===== src/hw/lsq_params.svh =====
// load/store queue sizes
`ifndef LSQ_PARAMS_SVH
`define LSQ_PARAMS_SVH

// queue geometry
`define LSQ_DEPTH   16   // entries
`define LSQ_IDX_W   4    // entry index bits
`define LSQ_CNT_W   5    // occupancy count, 0..16

// datapath
`define WORD_W      32   // address and data width
`define REG_IDX_W   4    // write-back register number

// data memory
`define DMEM_WORDS  256  // word count
`define DMEM_IDX_W  8    // word index bits

`endif

===== src/hw/lsq_pkg.sv =====
// load/store queue types
`include "lsq_params.svh"

package lsq_pkg;

  // one address or data word
  typedef logic [`WORD_W-1:0] word_t;

  // queue slot number, doubles as memory request id
  typedef logic [`LSQ_IDX_W-1:0] lsq_idx_t;

  // destination register of a load
  typedef logic [`REG_IDX_W-1:0] reg_idx_t;

  // every entry address side by side, slot 0 in the low word
  typedef logic [`LSQ_DEPTH-1:0][`WORD_W-1:0] lsq_addr_vec_t;

endpackage


===== src/hw/lsq_entry_queue.sv =====
// load/store entry queue
`timescale 1ns/100ps
`include "lsq_params.svh"

module lsq_entry_queue import lsq_pkg::*; (
  input  logic     clk,
  input  logic     rst,
  // core requests
  input  logic     i_ld,
  input  logic     i_st,
  input  word_t    i_addr,
  input  word_t    i_wdata,
  input  reg_idx_t i_rd,
  output logic     o_full,
  output logic     o_empty,
  // to data memory
  output logic     o_mem_valid,
  output logic     o_mem_rw,      // 1 = store
  output word_t    o_mem_addr,
  output word_t    o_mem_wdata,
  output lsq_idx_t o_mem_id,
  // from data memory
  input  logic     i_mem_ready,
  input  lsq_idx_t i_mem_id,
  input  word_t    i_mem_rdata,
  // retirement to core
  output logic     o_ret_valid,
  output logic     o_ret_is_st,
  output reg_idx_t o_ret_rd,
  output word_t    o_ret_data
);

  // per-entry state
  logic [`LSQ_DEPTH-1:0] valid_q;  // slot occupied
  logic [`LSQ_DEPTH-1:0] done_q;   // result in hand and ready to retire
  logic [`LSQ_DEPTH-1:0] store_q;
  lsq_addr_vec_t         addr_q;
  word_t                 data_q [`LSQ_DEPTH];  // store data or load result
  reg_idx_t              rd_q [`LSQ_DEPTH];

  // pointers
  lsq_idx_t              head_q;   // oldest entry
  lsq_idx_t              tail_q;   // next free slot
  logic [`LSQ_CNT_W-1:0] count_q;

  logic                  accept;   // request taken this cycle
  logic                  retire;   // head leaves this cycle
  logic                  fwd_hit;
  logic                  fwd_load; // load served from the queue
  lsq_idx_t              fwd_idx;

  assign accept   = (i_ld || i_st) && !o_full;   // strobe while full is dropped
  assign retire   = valid_q[head_q] && done_q[head_q];
  assign fwd_load = accept && !i_st && fwd_hit;  // both strobes = store

  assign o_full  = (count_q == `LSQ_CNT_W'(`LSQ_DEPTH));
  assign o_empty = (count_q == '0);

  lsq_forward_match u_fwd (
    .i_addr      (i_addr),
    .i_valid_vec (valid_q),
    .i_store_vec (store_q),
    .i_addr_vec  (addr_q),
    .i_tail      (tail_q),
    .o_hit       (fwd_hit),
    .o_idx       (fwd_idx)
  );

  // control state
  always_ff @(posedge clk) begin
    if (rst) begin
      valid_q     <= '0;
      done_q      <= '0;
      head_q      <= '0;
      tail_q      <= '0;
      count_q     <= '0;
      o_mem_valid <= 1'b0;
      o_ret_valid <= 1'b0;
    end else begin
      if (accept) begin
        valid_q[tail_q] <= 1'b1;
        done_q[tail_q]  <= fwd_load;  // forwarded load is born complete
        tail_q          <= tail_q + 1'b1;
      end
      if (i_mem_ready) begin
        done_q[i_mem_id] <= 1'b1;     // id is always an in-flight slot
      end
      if (retire) begin
        valid_q[head_q] <= 1'b0;
        head_q          <= head_q + 1'b1;
      end

      // simultaneous enqueue and retire cancel out
      if (accept && !retire) begin
        count_q <= count_q + 1'b1;
      end else if (retire && !accept) begin
        count_q <= count_q - 1'b1;
      end

      o_mem_valid <= accept && !fwd_load;  // one issue per accepted request
      o_ret_valid <= retire;
    end
  end

  // entry payload and memory request
  always_ff @(posedge clk) begin
    if (accept) begin
      store_q[tail_q] <= i_st;
      addr_q[tail_q]  <= i_addr;
      rd_q[tail_q]    <= i_rd;
      data_q[tail_q]  <= fwd_load ? data_q[fwd_idx] : i_wdata;
      // registered issue sampled by memory next edge
      o_mem_rw        <= i_st;
      o_mem_addr      <= i_addr;
      o_mem_wdata     <= i_wdata;
      o_mem_id        <= tail_q;
    end
    if (i_mem_ready && !store_q[i_mem_id]) begin
      data_q[i_mem_id] <= i_mem_rdata;  // store keeps its own data
    end
    if (retire) begin
      o_ret_is_st <= store_q[head_q];
      o_ret_rd    <= rd_q[head_q];
      o_ret_data  <= data_q[head_q];
    end
  end

endmodule


===== src/hw/lsq_forward_match.sv =====
// store to load forward search
`timescale 1ns/100ps
`include "lsq_params.svh"

module lsq_forward_match import lsq_pkg::*; (
  input  word_t                 i_addr,       // address of incoming load
  input  logic [`LSQ_DEPTH-1:0] i_valid_vec,  // occupied slots
  input  logic [`LSQ_DEPTH-1:0] i_store_vec,  // slot holds a store
  input  lsq_addr_vec_t         i_addr_vec,   // per-slot addresses
  input  lsq_idx_t              i_tail,       // next free slot
  output logic                  o_hit,
  output lsq_idx_t              o_idx         // youngest matching store
);

  logic [`LSQ_DEPTH-1:0] match;  // valid store at same address

  // compare against every slot in parallel
  always_comb begin
    for (int i = 0; i < `LSQ_DEPTH; i++) begin
      match[i] = i_valid_vec[i] && i_store_vec[i] && (i_addr_vec[i] == i_addr);
    end
  end

  // walk back from the tail, oldest first, so the nearest match wins
  // distance DEPTH wraps to the tail slot itself, the head when full
  always_comb begin
    lsq_idx_t cand;

    o_hit = 1'b0;
    o_idx = '0;
    for (int k = `LSQ_DEPTH; k >= 1; k--) begin
      cand = i_tail - lsq_idx_t'(k);  // k slots behind the tail
      if (match[cand]) begin
        o_hit = 1'b1;
        o_idx = cand;  // later (younger) hits overwrite
      end
    end
  end

endmodule


===== config.mk =====
export PLATFORM = sky130hd
export DESIGN_NAME = lsq_entry_queue
export DESIGN_NICKNAME = d
export VERILOG_FILES = /design/src/hw/lsq_pkg.sv /design/src/hw/lsq_entry_queue.sv /design/src/hw/lsq_forward_match.sv
export VERILOG_INCLUDE_DIRS = /design/src /design/src/hw
export SDC_FILE = /design/constraint.sdc
export NUM_CORES = 2
export LEC_CHECK = 0
export BUFFER_PORTS_ARGS = -buffer_cell sky130_fd_sc_hd__buf_2
export CELL_PAD_IN_SITES_DETAIL_PLACEMENT = 1
export CELL_PAD_IN_SITES_GLOBAL_PLACEMENT = 1
export CORE_MARGIN = 2
export CORE_UTILIZATION = 30
export CTS_CLUSTER_SIZE = 25
export DETAILED_ROUTE_END_ITERATION = 8
export PLACE_DENSITY_LB_ADDON = 0.1
export SKIP_CTS_REPAIR_TIMING = 1
export SYNTH_ARGS = -nofsm -noshare
export SYNTH_HDL_FRONTEND = slang
export SYNTH_SLANG_ARGS = --single-unit

===== constraint.sdc =====
create_clock -name clk -period 17.25 [get_ports clk]
set_input_delay 1.725 -clock clk [delete_from_list [all_inputs] [get_ports clk]]
set_output_delay 1.725 -clock clk [all_outputs]
set_load 0.02 [all_outputs]

==> results.md <==
- Status: finished with violations
- Violated checks: max-capacitance violations, max-slew violations
- Clock Skews: 0.0840 ns
- Crit-path cells: buf_2, buf_4, buf_4, xnor2_1, nor4bb_1, nand3b_1, nor3_1, mux2i_1, a21oi_1, mux4_2, o31ai_2, nor2_1, nor2_1, nor2_1, or2_4, buf_12, nor2_1, o21ai_0, o221ai_1, or4_1, o221ai_1
- Worst-path fanout max: 96
- Power density cells: 231 nW/um2
- GR Overflow Total: 0
- HPWL after DPL: 246000 um
- Slowest stage cell, crit path: nor4bb_1
- Die W: 509 um
- Routability congestion estimate: 0.887
- Area share of the largest cell type after synthesis: 0.475
- Post-synth top flop: edfxtp_1
- Setup Total Neg Slack: 0 ns
- Switching part of the total: 0.549
- Ys async rst share: 0
- Clock transition at path regs: 0.06 ns
- Share of layout cells above drive strength 1: 0.174
- Initial antenna violation count: 34
- GR met3 Demand/Resource: 0.0535
- WP data arrival: 10.15 ns
- Sequential Power Share: 0.215
- CP dominant cell by count: nor2_1
- Most Crowded Layer GR: met2
- DR vias: 66000
- H-Tree Depth: 4
- Synth cell types: 127
- Buffers on Ports: 218
- Main combinational cell family by area after synthesis: compound AO/OA/AOI/OAI gates
- Antenna Nets Post-Route: 0
- Num ports: 219
- Fillers: 27700
- First-pass GRT wire length: 553000 um
- Largest net degree at the start of global routing: 97
- Lkg Pwr: 27.5 nW
- Drt pass-1 iters: 6
- Max Slew Vio Count: 5
- Met1 GRT Util: 0.397
- Seq/Total Area, Yosys: 0.487
- Reg2reg start: tail_q[1]
- Max Cap Violations: 1
- Slew HR: -0.0454
- Mapped Cells: 6974
- DR vias/cell: 6.36
- Most area-hungry cell type in the Yosys netlist: edfxtp_1
- DRC Markers: 0
- Starting Density: 0.301
- Syn Area/Cell: 11.0 um2
- Final hold slack: 0.509 ns
- Tcrit/Tclk final: 0.551
- Setup crit start kind: input port
- Post-Synth Adder-Cell Area: 0.00370
- Worst skew pair latency: 0.88 ns
- EDFF count, synth: 1210
- Chip height: 509 um
- Mux share of post-synthesis cell area: 0.0913
- Max VDD drop: 0.228 mV
- Synth top cells by count: edfxtp_1 (1210), nor2_1 (753), a21oi_1 (601), nand2_1 (435), clkbuf_1 (422)
- Power Internal: 0.00897 W
- Synth Area in Simple Gates: 0.121
- Compound-Gate Fraction of Synth Area: 0.192
- Switch Pwr: 0.0109 W
- Critical Path Max Stage Delay: 1.02 ns
- Vias in the first global route: 65000
- Worst Hold Launch: count_q[4]
- Comb pwr share: 0.614
- # nets final: 7002
- Root buffer cell: clkbuf_16
- Crit path launch: i_addr[2]
- Mapped Nets: 7105
- Number of DRC markers in iteration 0: 7721
- Rows: 185
- Die area: 259000 um2
- CP required: 17.89 ns
- Synth Warn #: 0
- Max Clock Freq: 105 MHz
- Top post-synthesis cells by area: edfxtp_1 (47%), mux4_2 (7.1%), a21oi_1 (3.9%), nor2_1 (3.7%), a221oi_1 (3.5%)
- Final hold vios: 0
- Mapped cell area: 76500 um2
- Met2 Track Usage GR: 0.487
- Clock tree sinks: 1257
- Count leader, synth: edfxtp_1
- Fin crit period: 9.51 ns
- Critical path endpoint category: flip-flop
- Clk network pwr share: 0.171
- Wire per inst: 39.0 um
- Tightest Pin Transition: 1.56 ns
- #FFs+latches synth: 1257
- Post-synthesis xor/xnor area fraction: 0.0565
- Critical path class: input port to flip-flop
- Worst-case clock buffer depth: 3
- RSZ-0062 raised after global routing: no
- Routed wire length: 405000 um
- Area growth from synthesis to layout: 12.3%
- HP Class: flip-flop to flip-flop
- Core area: 254000 um2
- CTS tree: done
- GRT Util Overall: 0.304
- CTS Buf Count: 163
- Final setup vio count: 0
-- state kept, by name, indices dropped and copies added, names as in the netlist, 4 cells and up --
| register | flops |
|---|---|
| o_mem_wdata | 32 |
| count_q | 5 |
| o_ret_rd | 4 |
| o_mem_id | 4 |
| done_q | 16 |
| head_q | 4 |
| valid_q | 16 |
| tail_q | 4 |
| store_q | 16 |
| addr_q | 512 |
| o_mem_addr | 32 |
| o_ret_data | 32 |
| rd_q | 64 |
| data_q | 512 |
-- power by group through the flow --
stage / clock network (W) / logic [W] / registers (W)
2_1_floorplan: 0 / 0.00762 / 0.00431
3_3_place_gp: 0 / 0.0118 / 0.00433
3_5_place_dp: 0 / 0.0119 / 0.00434
4_1_cts: 0.00346 / 0.0119 / 0.00427
5_1_grt: 0.00356 / 0.0126 / 0.00430
6_report: 0.00340 / 0.0122 / 0.00428
-- per-stage QoR --
stage	instances	instance area, um2	util	setup slack, ns	power (W)
2_1_floorplan	6974	76500	-	10.41	0.0119
3_3_place_gp	10100	80600	0.318	6.92	0.0161
3_5_place_dp	10100	80700	0.318	7.04	0.0162
4_1_cts	10400	85900	0.338	7.90	0.0196
5_1_grt	10400	85900	0.338	7.42	0.0205
6_report	10400	85900	0.338	7.74	0.0199
-- worst paths after layout --
| path | end | slack, ns | cells past startpoint |
|---|---|---|---|
| worst max-delay path | data_q[12][30] | 7.74 | 21 |
| worst min-delay path | count_q[4] | 0.51 | 2 |
| worst max register to register | data_q[12][30] | 8.39 | 19 |
| worst min register to register | count_q[4] | 0.51 | 2 |
-- final cells by class --
cell class | count | area [um2] | share of cell area
tap | 3366 | 4210 | 0.0490
clock inverter | 91 | 990 | 0.0115
multi-input combinational | 4964 | 36200 | 0.422
sequential | 1257 | 37300 | 0.434
timing repair buffer | 439 | 2770 | 0.0322
clock buffer | 204 | 4230 | 0.0493
inverter | 46 | 175 | 0.00204
antenna | 13 | 32.5 | 0.000379
-- critical path: cells and delay by family --
kind	cells	cell delay, ns
AND/OR/NAND/NOR	9	4.34
buffers and inverters	4	1.54
AO/OA/AOI/OAI	5	1.30
multiplexers	2	0.83
XOR/XNOR	1	0.18
-- layer usage --
layer / part of all wire / wire [um]
met1: 0.41 / 168000
met3: 0.073 / 29600
met2: 0.46 / 185000
met5: 0.00019 / 76
met4: 0.055 / 22300
-- cell usage in the layout, fill, tap and decap left out, types with 59 or more instances in the layout --
master     count
o21ai_1      225
o221ai_1     126
mux4_2       242
a21oi_1      601
a221oi_1     304
edfxtp_1    1210
nor4_1       128
a221oi_2      59
buf_2        218
o21ai_0      200
buf_4        219
nor3_1        86
o22ai_1       61
clkbuf_16    163
nand2_1      409
xor2_1       269
xnor2_1      224
nand4_1      104
nand3_1      117
a211oi_1     170
nor2_1       733
mux2i_1       97
-- logic make-up after synthesis --
| logic type | Yosys count |
|---|---|
| AOI/OAI and AO/OA | 2101 |
| xor gates and xnor gates | 494 |
| adders and majority gates | 22 |
| buffers and inverters | 753 |
| DFF | 1257 |
| muxes | 388 |
| and+or+nand+nor | 1959 |
(Power assumes the default switching activity.)
